===== config.mk =====
export PLATFORM = sky130hd
export DESIGN_NAME = besm_ctl_top
export DESIGN_NICKNAME = d
export VERILOG_FILES = /design/src/verilog/besm_uinstr_pkg.sv /design/src/verilog/besm_state_pkg.sv /design/src/verilog/besm_mode_reg.sv /design/src/verilog/besm_cond_mux.sv /design/src/verilog/besm_arb_req.sv /design/src/verilog/besm_ctl_top.sv
export SDC_FILE = /design/constraint.sdc
export NUM_CORES = 1
export LEC_CHECK = 0
export BUFFER_PORTS_ARGS = -buffer_cell sky130_fd_sc_hd__buf_4
export CAP_MARGIN = 15
export CORE_MARGIN = 1.5
export CORE_UTILIZATION = 50
export CTS_BUF_LIST = sky130_fd_sc_hd__clkbuf_8
export DETAILED_ROUTE_END_ITERATION = 6
export PLACE_DENSITY = 0.85
export SLEW_MARGIN = 20
export SYNTH_ARGS = -nofsm -noshare
export SYNTH_HDL_FRONTEND = slang
export SYNTH_SLANG_ARGS = --single-unit

===== constraint.sdc =====
create_clock -name clk -period 3 [get_ports clk]
set_input_delay 0.6 -clock clk [delete_from_list [all_inputs] [get_ports clk]]
set_output_delay 0.6 -clock clk [all_outputs]
set_load 0.02 [all_outputs]

===== src/verilog/besm_uinstr_pkg.sv =====
package besm_uinstr_pkg;

    typedef logic [23:0] uword_t;           // Reduced microinstruction

    typedef logic [3:0]  ydst_t;            // Y bus destination
    typedef logic [3:0]  arbop_t;           // Arbiter operation
    typedef logic [4:0]  ffcnt_t;           // Flag-trigger action
    typedef logic [4:0]  cond_sel_t;        // Condition select

    // ----------------------------------------
    // Field positions, LSB of each field
    localparam int UW_ICC_BIT   = 0;        // Condition polarity, 1 = direct
    localparam int UW_COND_LSB  = 1;        // COND [5:1]
    localparam int UW_FFCNT_LSB = 6;        // FFCNT [10:6]
    localparam int UW_IOMP_BIT  = 11;       // 0 = flag decoder selected
    localparam int UW_DDEV_LSB  = 12;       // DDEV [14:12]
    localparam int UW_DDEV_W    = 3;
    localparam int UW_ISE_BIT   = 15;       // Copy TKK into RCB
    localparam int UW_ARBI_LSB  = 16;       // ARBI [19:16]
    localparam int UW_YDST_LSB  = 20;       // YDST [23:20]

    // ----------------------------------------
    // Y destinations and D device codes
    localparam ydst_t YDST_RR     = 4'd3;   // Mode register
    localparam ydst_t YDST_ARB    = 4'd5;   // Arbiter opcode from Y
    localparam ydst_t YDST_ADRREG = 4'd8;   // Effective address register
    localparam logic [UW_DDEV_W-1:0] DDEV_CLRCB = 3'd3;  // Extra CB clear

    // ----------------------------------------
    // Flag-trigger codes
    localparam ffcnt_t LOGGRP = 5'd1;       // Logic group
    localparam ffcnt_t MULGRP = 5'd2;       // Multiply group
    localparam ffcnt_t ADDGRP = 5'd3;       // Add group
    localparam ffcnt_t SETC   = 5'd5;       // Set CB
    localparam ffcnt_t CLRRCB = 5'd6;
    localparam ffcnt_t SETRCB = 5'd7;
    localparam ffcnt_t CLRJMP = 5'd8;
    localparam ffcnt_t SETJMP = 5'd9;
    localparam ffcnt_t SETEI  = 5'd10;      // Unmask interrupts
    localparam ffcnt_t CLREI  = 5'd11;      // Mask interrupts
    localparam ffcnt_t CLRTR0 = 5'd12;
    localparam ffcnt_t SETTR0 = 5'd13;
    localparam ffcnt_t CLRTR1 = 5'd14;
    localparam ffcnt_t SETTR1 = 5'd15;
    localparam ffcnt_t CLRTKK = 5'd18;
    localparam ffcnt_t SETTKK = 5'd19;
    localparam ffcnt_t SETNR  = 5'd20;      // Native mode
    localparam ffcnt_t SETER  = 5'd22;      // Emulation mode
    localparam ffcnt_t CHTKK  = 5'd23;      // Toggle TKK

    // ----------------------------------------
    // Condition codes
    localparam cond_sel_t COND_YES    = 5'd0;
    localparam cond_sel_t COND_NORMB  = 5'd1;
    localparam cond_sel_t COND_RNDB   = 5'd2;
    localparam cond_sel_t COND_OVRIB  = 5'd3;
    localparam cond_sel_t COND_BNB    = 5'd4;
    localparam cond_sel_t COND_OVRFTB = 5'd5;
    localparam cond_sel_t COND_DRG    = 5'd6;
    localparam cond_sel_t COND_EMLRG  = 5'd7;
    localparam cond_sel_t COND_RCB    = 5'd8;
    localparam cond_sel_t COND_CB     = 5'd9;
    localparam cond_sel_t COND_CEMLRG = 5'd10;
    localparam cond_sel_t COND_CT     = 5'd11;  // Status unit, not in this slice
    localparam cond_sel_t COND_TR1    = 5'd12;
    localparam cond_sel_t COND_INTSTP = 5'd13;
    localparam cond_sel_t COND_IR15   = 5'd14;  // Decoder, not in this slice
    localparam cond_sel_t COND_TKK    = 5'd15;
    localparam cond_sel_t COND_ARBRDY = 5'd21;
    localparam cond_sel_t COND_TR0    = 5'd22;

endpackage


===== src/verilog/besm_state_pkg.sv =====
package besm_state_pkg;

    typedef logic [31:0] word_t;            // Low half of the Y bus
    typedef logic [31:0] rr_t;              // Mode register
    typedef logic [2:0]  grp_t;             // One-hot instruction group
    typedef logic [2:0]  credit_t;          // Request credit count

    // ----------------------------------------
    // Mode register bit positions
    localparam int RR_NORMB       = 0;      // Normalization block
    localparam int RR_RNDB        = 1;      // Rounding block
    localparam int RR_GRP_LSB     = 2;      // Group field, bits 4..2
    localparam int RR_OVRIB       = 5;      // Overflow interrupt block
    localparam int RR_V           = 6;
    localparam int RR_C           = 7;
    localparam int RR_N           = 8;
    localparam int RR_Z           = 9;
    localparam int RR_BNB         = 10;     // BESM-6 range check block
    localparam int RR_OVRFTB      = 11;
    localparam int RR_DRG         = 12;     // Dispatcher mode
    localparam int RR_NO_BADOP    = 13;
    localparam int RR_NO_RTAG     = 14;
    localparam int RR_NO_BADACC   = 15;
    localparam int RR_NO_PROGTAG  = 16;
    localparam int RR_NO_INTR     = 17;     // External interrupt mask
    localparam int RR_NO_WTAG     = 18;
    localparam int RR_CEMLRG      = 19;     // Reserve bit, testable
    localparam int RR_SINGLE_STEP = 20;
    localparam int RR_INTSTP      = 21;     // Stop on interrupt
    localparam int RR_NO_WPROT    = 22;
    localparam int RR_NO_RPROT    = 23;
    localparam int RR_NEGADDR     = 24;
    localparam int RR_NO_PROCNM   = 25;
    localparam int RR_NO_PAGING   = 26;
    localparam int RR_CB          = 27;     // Address changed by reg 16
    localparam int RR_RCB         = 28;     // Right-command flag
    localparam int RR_JUMP        = 29;     // Control transfer flag
    // Bits 30 and 31 are spare and simply follow Y

    // ----------------------------------------
    // Group encodings
    localparam grp_t GRP_LOG = 3'b001;
    localparam grp_t GRP_MUL = 3'b010;
    localparam grp_t GRP_ADD = 3'b100;

    localparam credit_t ARB_CREDITS = 3'd4; // Requests memory side can take

endpackage


===== src/verilog/besm_mode_reg.sv =====
`timescale 1ns/1ns

module besm_mode_reg
    import besm_uinstr_pkg::*, besm_state_pkg::*;
(
    input  logic   clk,
    input  logic   reset,
    input  logic   i_uvalid,                // Microinstruction present
    input  uword_t i_uword,
    input  word_t  i_y,                     // Y bus, low half
    output rr_t    o_rr,                    // Current mode register
    output logic   o_tr0,                   // Microprogram flag 0
    output logic   o_tr1,                   // Microprogram flag 1
    output logic   o_tkk,                   // Standardizer right-command flag
    output logic   o_emul                   // Emulation mode
);

    ydst_t                ydst;
    ffcnt_t               ffcnt;
    logic [UW_DDEV_W-1:0] ddev;
    logic                 iomp;
    logic                 ise;
    logic                 ff_en;            // Flag decoder active
    logic                 ld_rr;            // Y load of the whole register

    rr_t  rr_q;
    rr_t  rr_d;
    logic tr0_q, tr0_d;
    logic tr1_q, tr1_d;
    logic tkk_q, tkk_d;
    logic emul_q, emul_d;

    // ----------------------------------------
    // Field decode
    assign ydst  = i_uword[UW_YDST_LSB +: $bits(ydst_t)];
    assign ffcnt = i_uword[UW_FFCNT_LSB +: $bits(ffcnt_t)];
    assign ddev  = i_uword[UW_DDEV_LSB +: UW_DDEV_W];
    assign iomp  = i_uword[UW_IOMP_BIT];
    assign ise   = i_uword[UW_ISE_BIT];

    assign ff_en = i_uvalid && !iomp;       // IOMP=1 selects clock/timer
    assign ld_rr = i_uvalid && (ydst == YDST_RR);

    // ----------------------------------------
    // Next state
    always_comb begin
        rr_d   = ld_rr ? i_y : rr_q;        // Y load first, actions override
        tr0_d  = tr0_q;
        tr1_d  = tr1_q;
        tkk_d  = tkk_q;
        emul_d = emul_q;

        if (ff_en) begin
            case (ffcnt)
                LOGGRP:  rr_d[RR_GRP_LSB +: $bits(grp_t)] = GRP_LOG;
                MULGRP:  rr_d[RR_GRP_LSB +: $bits(grp_t)] = GRP_MUL;
                ADDGRP:  rr_d[RR_GRP_LSB +: $bits(grp_t)] = GRP_ADD;
                CLRJMP:  rr_d[RR_JUMP] = 1'b0;
                SETJMP:  rr_d[RR_JUMP] = 1'b1;
                SETEI:   rr_d[RR_NO_INTR] = 1'b0;   // Interrupts enabled
                CLREI:   rr_d[RR_NO_INTR] = 1'b1;   // Interrupts masked
                CLRTR0:  tr0_d = 1'b0;
                SETTR0:  tr0_d = 1'b1;
                CLRTR1:  tr1_d = 1'b0;
                SETTR1:  tr1_d = 1'b1;
                CLRTKK:  tkk_d = 1'b0;
                SETTKK:  tkk_d = 1'b1;
                SETNR:   emul_d = 1'b0;
                SETER:   emul_d = 1'b1;
                CHTKK:   tkk_d = ~tkk_q;            // Counting mode
                default: ;                          // CB and RCB handled below
            endcase
        end

        // CB has its own path from DDEV
        if (i_uvalid && (ddev == DDEV_CLRCB)) begin
            rr_d[RR_CB] = 1'b0;                     // Clear wins
        end else if (ff_en && (ffcnt == SETC)) begin
            rr_d[RR_CB] = 1'b1;
        end

        // RCB takes the old TKK on ISE
        if (i_uvalid && ise) begin
            rr_d[RR_RCB] = tkk_q;
        end else if (ff_en && (ffcnt == CLRRCB)) begin
            rr_d[RR_RCB] = 1'b0;
        end else if (ff_en && (ffcnt == SETRCB)) begin
            rr_d[RR_RCB] = 1'b1;
        end
    end

    // ----------------------------------------
    // Registers
    always_ff @(posedge clk) begin
        if (reset) begin
            rr_q   <= '0;
            tr0_q  <= 1'b0;
            tr1_q  <= 1'b0;
            tkk_q  <= 1'b0;
            emul_q <= 1'b0;                 // Native mode after reset
        end else begin
            rr_q   <= rr_d;
            tr0_q  <= tr0_d;
            tr1_q  <= tr1_d;
            tkk_q  <= tkk_d;
            emul_q <= emul_d;
        end
    end

    assign o_rr   = rr_q;
    assign o_tr0  = tr0_q;
    assign o_tr1  = tr1_q;
    assign o_tkk  = tkk_q;
    assign o_emul = emul_q;

endmodule


===== src/verilog/besm_cond_mux.sv =====
`timescale 1ns/1ns

module besm_cond_mux
    import besm_uinstr_pkg::*, besm_state_pkg::*;
(
    input  logic   clk,
    input  logic   reset,
    input  logic   i_uvalid,
    input  uword_t i_uword,
    input  rr_t    i_rr,                    // Mode register before the edge
    input  logic   i_tr0,
    input  logic   i_tr1,
    input  logic   i_tkk,
    input  logic   i_emul,
    input  logic   i_arb_rdy,               // Request issues this cycle
    output logic   o_cond_valid,
    output logic   o_cond
);

    cond_sel_t cond_sel;
    logic      icc;
    logic      cond_raw;                    // Selected source
    logic      cond_pol;                    // After polarity

    assign cond_sel = i_uword[UW_COND_LSB +: $bits(cond_sel_t)];
    assign icc      = i_uword[UW_ICC_BIT];

    // ----------------------------------------
    // Source select
    always_comb begin
        case (cond_sel)
            COND_YES:    cond_raw = 1'b1;
            COND_NORMB:  cond_raw = i_rr[RR_NORMB];
            COND_RNDB:   cond_raw = i_rr[RR_RNDB];
            COND_OVRIB:  cond_raw = i_rr[RR_OVRIB];
            COND_BNB:    cond_raw = i_rr[RR_BNB];
            COND_OVRFTB: cond_raw = i_rr[RR_OVRFTB];
            COND_DRG:    cond_raw = i_rr[RR_DRG];
            COND_EMLRG:  cond_raw = i_emul;
            COND_RCB:    cond_raw = i_rr[RR_RCB];
            COND_CB:     cond_raw = i_rr[RR_CB];
            COND_CEMLRG: cond_raw = i_rr[RR_CEMLRG];
            COND_CT:     cond_raw = 1'b1;       // No status unit here
            COND_TR1:    cond_raw = i_tr1;
            COND_INTSTP: cond_raw = i_rr[RR_INTSTP];
            COND_IR15:   cond_raw = 1'b1;       // No decoder here
            COND_TKK:    cond_raw = i_tkk;
            COND_ARBRDY: cond_raw = i_arb_rdy;
            COND_TR0:    cond_raw = i_tr0;
            default:     cond_raw = 1'b1;       // RUN, INT, FULMEM, CPMP and spare
        endcase
    end

    assign cond_pol = icc ? cond_raw : ~cond_raw;   // ICC=0 inverts

    // ----------------------------------------
    // Output stage, one cycle latency
    always_ff @(posedge clk) begin
        if (reset) begin
            o_cond_valid <= 1'b0;
            o_cond       <= 1'b0;
        end else begin
            o_cond_valid <= i_uvalid;
            o_cond       <= cond_pol;       // Qualified by o_cond_valid
        end
    end

endmodule


===== src/verilog/besm_arb_req.sv =====
`timescale 1ns/1ns

module besm_arb_req
    import besm_uinstr_pkg::*, besm_state_pkg::*;
(
    input  logic   clk,
    input  logic   reset,
    input  logic   i_uvalid,
    input  uword_t i_uword,
    input  word_t  i_y,
    input  logic   i_credit,                // One credit back per pulse
    output logic   o_arb_rdy,               // Issue this cycle
    output logic   o_req_valid,
    output arbop_t o_req_op,
    output word_t  o_req_addr
);

    ydst_t   ydst;
    arbop_t  arbi;
    arbop_t  req_q;                         // Pending arbiter opcode
    word_t   addr_q;                        // Effective address register
    credit_t credits_q;
    logic    issue;

    assign ydst = i_uword[UW_YDST_LSB +: $bits(ydst_t)];
    assign arbi = i_uword[UW_ARBI_LSB +: $bits(arbop_t)];

    // Issue needs a pending op and a free slot downstream
    assign issue       = (req_q != '0) && (credits_q != '0);
    assign o_req_valid = issue;
    assign o_arb_rdy   = issue;
    assign o_req_op    = req_q;
    assign o_req_addr  = addr_q;

    // ----------------------------------------
    // Request register
    always_ff @(posedge clk) begin
        if (reset) begin
            req_q <= '0;
        end else if (issue) begin
            req_q <= '0;                    // Clear on issue, loads lost
        end else if (i_uvalid && (ydst == YDST_ARB)) begin
            req_q <= i_y[$bits(arbop_t)-1:0];   // Opcode from Y
        end else if (i_uvalid && (arbi != '0)) begin
            req_q <= arbi;                  // Opcode from microinstruction
        end
    end

    // ----------------------------------------
    // Address register
    always_ff @(posedge clk) begin
        if (reset) begin
            addr_q <= '0;
        end else if (i_uvalid && (ydst == YDST_ADRREG)) begin
            addr_q <= i_y;
        end
    end

    // ----------------------------------------
    // Credit counter
    always_ff @(posedge clk) begin
        if (reset) begin
            credits_q <= ARB_CREDITS;       // Memory side starts empty
        end else begin
            case ({issue, i_credit})
                2'b10: credits_q <= credits_q - credit_t'(1);
                2'b01: begin
                    if (credits_q < ARB_CREDITS) begin
                        credits_q <= credits_q + credit_t'(1);  // Saturate
                    end
                end
                default: ;                  // Both or neither, no change
            endcase
        end
    end

    credit_max_a: assert property (@(posedge clk) disable iff (reset)
        credits_q <= ARB_CREDITS)
        else $error("Credit count above limit");

    // Spending the last credit stalls the next cycle
    last_credit_a: assert property (@(posedge clk) disable iff (reset)
        issue && (credits_q == credit_t'(1)) && !i_credit |=> !o_req_valid)
        else $error("Request issued with no credit left");

endmodule


===== src/verilog/besm_ctl_top.sv =====
`timescale 1ns/1ns

module besm_ctl_top
    import besm_uinstr_pkg::*, besm_state_pkg::*;
(
    input  logic   clk,
    input  logic   reset,
    input  logic   i_uvalid,
    input  uword_t i_uword,
    input  word_t  i_y,
    input  logic   i_credit,
    output rr_t    o_rr,
    output logic   o_cond_valid,
    output logic   o_cond,
    output logic   o_req_valid,
    output arbop_t o_req_op,
    output word_t  o_req_addr
);

    logic tr0;                              // Flags into condition mux
    logic tr1;
    logic tkk;
    logic emul;
    logic arb_rdy;                          // Issue strobe from arbiter

    besm_mode_reg mode_reg_i (
        .clk      (clk),
        .reset    (reset),
        .i_uvalid (i_uvalid),
        .i_uword  (i_uword),
        .i_y      (i_y),
        .o_rr     (o_rr),
        .o_tr0    (tr0),
        .o_tr1    (tr1),
        .o_tkk    (tkk),
        .o_emul   (emul)
    );

    besm_cond_mux cond_mux_i (
        .clk          (clk),
        .reset        (reset),
        .i_uvalid     (i_uvalid),
        .i_uword      (i_uword),
        .i_rr         (o_rr),
        .i_tr0        (tr0),
        .i_tr1        (tr1),
        .i_tkk        (tkk),
        .i_emul       (emul),
        .i_arb_rdy    (arb_rdy),
        .o_cond_valid (o_cond_valid),
        .o_cond       (o_cond)
    );

    besm_arb_req arb_req_i (
        .clk         (clk),
        .reset       (reset),
        .i_uvalid    (i_uvalid),
        .i_uword     (i_uword),
        .i_y         (i_y),
        .i_credit    (i_credit),
        .o_arb_rdy   (arb_rdy),
        .o_req_valid (o_req_valid),
        .o_req_op    (o_req_op),
        .o_req_addr  (o_req_addr)
    );

endmodule


Yosys cells after proc, flatten, opt, wreduce, memory -nomap -nowiden
Index checks and enable logic that the tools add are counted.
{ "totals": {"out_inout_bits": 71, "inputBits": 60, "elab_cells": 110, "ff_bits": 77} }
{ "op_classes": {"n_eq_ne": 41, "reduce_logical": 30, "n_lt_le_gt_ge": 1, "bitwise_logic": 2, "n_mux": 21, "add_sub_neg": 2} }
{ "ops": {"columns": ["op", "n"], "rows": [
  ["equality test 5 x 4 -> 1 bit (second input constant)", 14],
  ["equality test 5 x 3 -> 1 bit (second input constant)", 7],
  ["equality test 5 bit (second input constant)", 7],
  ["two-way mux 30 bit", 1],
  ["equality test 5 x 2 -> 1 bit (second input constant)", 4],
  ["one-hot mux 1 bit (15 select lines)", 1],
  ["nonzero test 2 bit", 6],
  ["nonzero test 4 bit", 3],
  ["logical AND 1 bit", 11],
  ["equality test 5 x 1 -> 1 bit (second input constant)", 2],
  ["one-hot mux 1 bit (2 select lines)", 5],
  ["AND reduction 2 bit", 5],
  ["one-hot mux 3 bit (3 select lines)", 1],
  ["two-way mux 4 bit", 2],
  ["two-way mux 1 bit", 7],
  ["two-way mux 3 bit", 2],
  ["one-hot mux 3 bit (2 select lines)", 1],
  ["nonzero test 3 bit", 2],
  ["equality test 4 x 2 -> 1 bit (second input constant)", 1],
  ["equality test 4 x 3 -> 1 bit (second input constant)", 1],
  ["equality test 4 bit (second input constant)", 1],
  ["OR reduction 2 bit", 2],
  ["adder 3 x 1 -> 3 bit (second input constant)", 1],
  ["equality test 3 x 2 -> 1 bit (second input constant)", 1],
  ["8 further kinds", 9]
]} }

Logic depth before layout (Yosys ltp)
{ "depth": {"depth_word": 6, "ltp_mapped": 7, "ltp_nobuf": 7} }

Cells and area by module
Synthesis repeated with hierarchy kept, for this count alone.
{ "unflattened": {"hier_cells": 426, "hier_area_um2": 3410.8} }
{ "modules_own_cells": {"columns": ["module", "area_each_um2", "n_inst", "cells_per_inst", "seq_area_each_um2"], "rows": [
  ["besm_arb_req", 1620.3, 1, 205, 780.7],
  ["besm_mode_reg", 1490.2, 1, 181, 720.7],
  ["besm_cond_mux", 300.3, 1, 40, 40.0]
]} }

Worst setup path after synthesis
OpenSTA, ideal clock, no wires.
{ "synth_path": {"kind": "register -> register", "startpoint": "register arb_req_i.req_q[3], in the netlist arb_req_i.o_req_op[3]", "endpoint": "register arb_req_i.credits_q[2]", "arrival_ns": 2.035, "n_path_buf": 0, "period_less_slack_ns": 2.161, "t_required_ns": 2.874, "slack_ns": 0.839, "stages_incl_launch_ff": 8, "setup_ns": 0.126, "path_cell_list": "dfxtp_1 > or4_4 > o31ai_4 > nand2_1 > fa_1 > o21ai_0 > nor3b_1 > o21ai_0"} }
{ "synth_via": {"elab_chain_len": 5, "elab_cells_between_ends": 8, "classes_between": "3 x eq/ne; 1 x mux; 4 x reduce/logical"} }
{ "synth_rtl": {"columns": ["element", "line", "text"], "rows": [
  ["from (decl)", "besm_arb_req.sv:20", "arbop_t req_q;"],
  ["from (signal assigned)", "besm_arb_req.sv:43", "req_q <= i_y[$bits(arbop_t)-1:0];"],
  ["from (signal assigned)", "besm_arb_req.sv:45", "req_q <= arbi;"],
  ["nonzero test 4 bit (*)", "besm_arb_req.sv:29", "assign issue = (req_q != '0) && (credits_q != '0);"],
  ["logical AND 1 bit (*)", "besm_arb_req.sv:29", null],
  ["equality test 2 x 1 -> 1 bit / equality test 2 bit (equally long branches)", "besm_arb_req.sv:65", "case ({issue, i_credit})"],
  ["inequality test 2 x 1 -> 1 bit (no line) / nonzero test 2 bit (equally long branches)", null, null],
  ["AND reduction 2 bit (no line)", null, null],
  ["to (signal assigned)", "besm_arb_req.sv:66", "2'b10: credits_q <= credits_q - credit_t'(1);"],
  ["to (signal assigned)", "besm_arb_req.sv:69", "credits_q <= credits_q + credit_t'(1);"],
  ["to (decl)", "besm_arb_req.sv:22", "credit_t credits_q;"]
]} }
Every way passes the cells marked *; elsewhere a longest branch is shown, timed or not.
A chain may end at the register's enable or synchronous reset.

Worst setup path in the final report
Same ends and word-level chain as after synthesis.

==> run summary <==
Status = complete, no violations
Initial antenna violation count = 0
Starting Density = 0.514
Busiest grt layer = met2
Ports = 131
Vias in the first global route = 3,203
CP Data Arrival Time = 2460 ps
Largest net degree at the start of global routing = 52
Routing usage on met1 = 0.311
GRT met2 Usage = 0.441
Final net count = 587
Layout area overhead = 37.9%
Initial DRC Count = 282
Latest clock arrival within the worst-skew pair = 350 ps
Crit path time final = 2230 ps
GRT Util Overall = 0.264
Fin area = 0.00445 mm²
TritonCTS clock tree = yes
Maxcap violations = 0
Post-synthesis average cell area = 7.96 µm²
Leakage = 1.85 nW
Sw Share = 0.257
Final Power = 2.17 mW
Yosys cell types = 44
Layout cells sized above 1 = 0.304
Top cell type by total area after synthesis = dfxtp_1
Hold Vio Cnt, Final = 0
Finished Layout Cells = 607
Final hold slack = 458 ps
Synthesized instance count = 405
TritonRoute pass-1 iters = 4
Share of synthesized registers carrying an async set or reset = 0
Die width = 83.3 µm
Seq pwr share = 0.494
Synth area leaders = dfxtp_1 (48%), nand2_1 (15%), a21oi_1 (10%)
Post-Route WL = 8.93 mm
Post-place instance area = 0.00425 mm²
Area share of the largest cell type after synthesis = 0.478
Type of the worst setup path = reg -> reg
Slew Limit Headroom = 0.540
Reg clk slew, reported paths = 80 ps
Combinational share of power = 0.141
Synthesized cell area = 0.00323 mm²
Mapped Nets = 466
Finished Core Util = 0.708
Post-synthesis sequential area ratio = 0.478
CP required = 3230 ps
Antenna cells = 0
Area of the die = 0.00694 mm²
Final setup margin = 769 ps
Pint = 1.61 mW
Htree depth = 3
Post-route DRC = 0
Worst-Margin Slew = 681 ps
DP Wirelength = 6.45 mm
Post_cts resized = 0
Post-Place Worst Slack = 756 ps
# hold bufs at CTS = 0
Post-CTS Setup Bufs = 0
Grt ovf = 0
RSZ-0062 raised after global routing = false
First-pass GRT wire length = 14.9 mm
Total Neg Setup Slack = 0 ps
Max Clock Freq = 448 MHz
Synth Register Bits = 77
Switching power = 0.560 mW
Clock buffer depth = 2
Crit. End Element = flip-flop
Clock power share = 0.365
Grt met3 use = 0.104
Crit share post-route = 0.744
# rows = 29
# fillers = 532
PwrDens = 489 mW/mm²
CP max FO = 6
Final ANT Viol Nets = 0
DR vias = 3,343
Final setup viols = 0
WL per Instance = 14.7 µm
Dpl cells = 592
Core Box Area = 0.00628 mm²
Num CTS Buffers = 9
Max-slew violations = 0
Root buf cell = clkbuf_8
Post-synth EDFFs = 0
Die height = 83.3 µm
Placer Congestion = 0.869
Sink Count = 77
Hold WC Path Type = reg -> reg
Worst Setup Start Kind = flip-flop
Top FF cell, synth = dfxtp_1
IO Port Bufs = 130
Vias/cell = 5.51
Clock Skew = 8.67 ps
Count of warnings emitted by yosys = 0
VDD IR max = 0.305 mV
logic make-up (layout without fill, tap and decap cells):
| kind of cell | count (synthesis) | after routing | share of synthesized area |
|---|---|---|---|
| multiplexers | 13 | 13 | 0.0415 |
| flip-flops | 77 | 77 | 0.478 |
| AND/OR/NAND/NOR | 192 | 192 | 0.269 |
| XOR/XNOR | 1 | 1 | 0.00272 |
| AO/OA/AOI/OAI | 91 | 91 | 0.165 |
| adder cells (fa/ha/maj) | 1 | 1 | 0.00621 |
| buffers and inverters | 30 | 155 | 0.0376 |
area by class of cell:
type | count | area, µm² | share of cell area
multi-input cells | 298 | 1560 | 0.351
flip-flops and latches | 77 | 1540 | 0.347
repair buffers | 137 | 1030 | 0.231
clock buffers | 11 | 151 | 0.0340
well taps | 77 | 96.3 | 0.0217
clock inverters | 4 | 47.5 | 0.0107
inverters | 3 | 18.8 | 0.00422
path summary, 6_finish.rpt:
check	from	to	depth (start not counted)	slack (ps)
worst max-delay path	arb_req_i.o_req_op[3]	arb_req_i.credits_q[2]	7	770
worst min-delay path	mode_reg_i.o_rr[24]	mode_reg_i.o_rr[24]	2	460
worst max register to register	arb_req_i.o_req_op[3]	arb_req_i.credits_q[2]	7	770
worst min register to register	mode_reg_i.o_rr[24]	mode_reg_i.o_rr[24]	2	460
flip-flops by register name, indices dropped and copies added (netlist names), 3 cells and up:
name,count
arb_req_i.credits_q,3
mode_reg_i.o_rr,32
arb_req_i.o_req_op,4
arb_req_i.o_req_addr,32
power groups by stage:
stage | Combinational, mW | Sequential, mW | Clock (mW)
2_1_floorplan | 0.143 | 1.12 | 0
3_3_place_gp | 0.297 | 1.10 | 0
3_5_place_dp | 0.304 | 1.10 | 0
4_1_cts | 0.306 | 1.07 | 0.803
5_1_grt | 0.334 | 1.08 | 0.853
6_report | 0.307 | 1.07 | 0.793
cell usage in the layout, fill, tap and decap left out, types with 3 or more instances in the layout:
cell	instances
o31ai_1	3
clkbuf_8	11
nor3_1	6
nand2b_1	4
a21oi_1	66
a221oi_1	3
mux2i_1	10
nand3_1	13
o21ai_0	8
nor2b_1	9
nor2_1	10
dfxtp_1	77
nand2_1	132
nand4b_1	3
buf_4	137
synthesized netlist by cell type, drive strengths merged, types with 3 or more instances:
| master | number |
|---|---|
| inv | 3 |
| nor2b | 9 |
| dfxtp | 77 |
| mux2i | 10 |
| clkbuf | 25 |
| nand2b | 4 |
| o21ai | 8 |
| nand2 | 132 |
| nor2 | 10 |
| and4b | 3 |
| nand4b | 3 |
| or3b | 3 |
| a21oi | 66 |
| o31ai | 4 |
| nand3 | 13 |
| a221oi | 3 |
| nor3 | 6 |
| mux2 | 3 |
worst max-delay path, stage by stage, from the launching register on:
cell and delay (ps):
dfxtp_1 330, or4_4 550, o31ai_4 140, nand2_1 160
fa_1 480, o21ai_0 160, nor3b_1 190, o21ai_0 100
layer usage:
layer / vias up / wire length (µm) / part of all wire
met3: 17 / 940 / 0.11
met2: 154 / 4270 / 0.48
met4: 0 / 151 / 0.017
met5: - / 0 / 0
met1: 1550 / 3570 / 0.40
li1: 1622 / - / -
(Power assumes the default switching activity.)
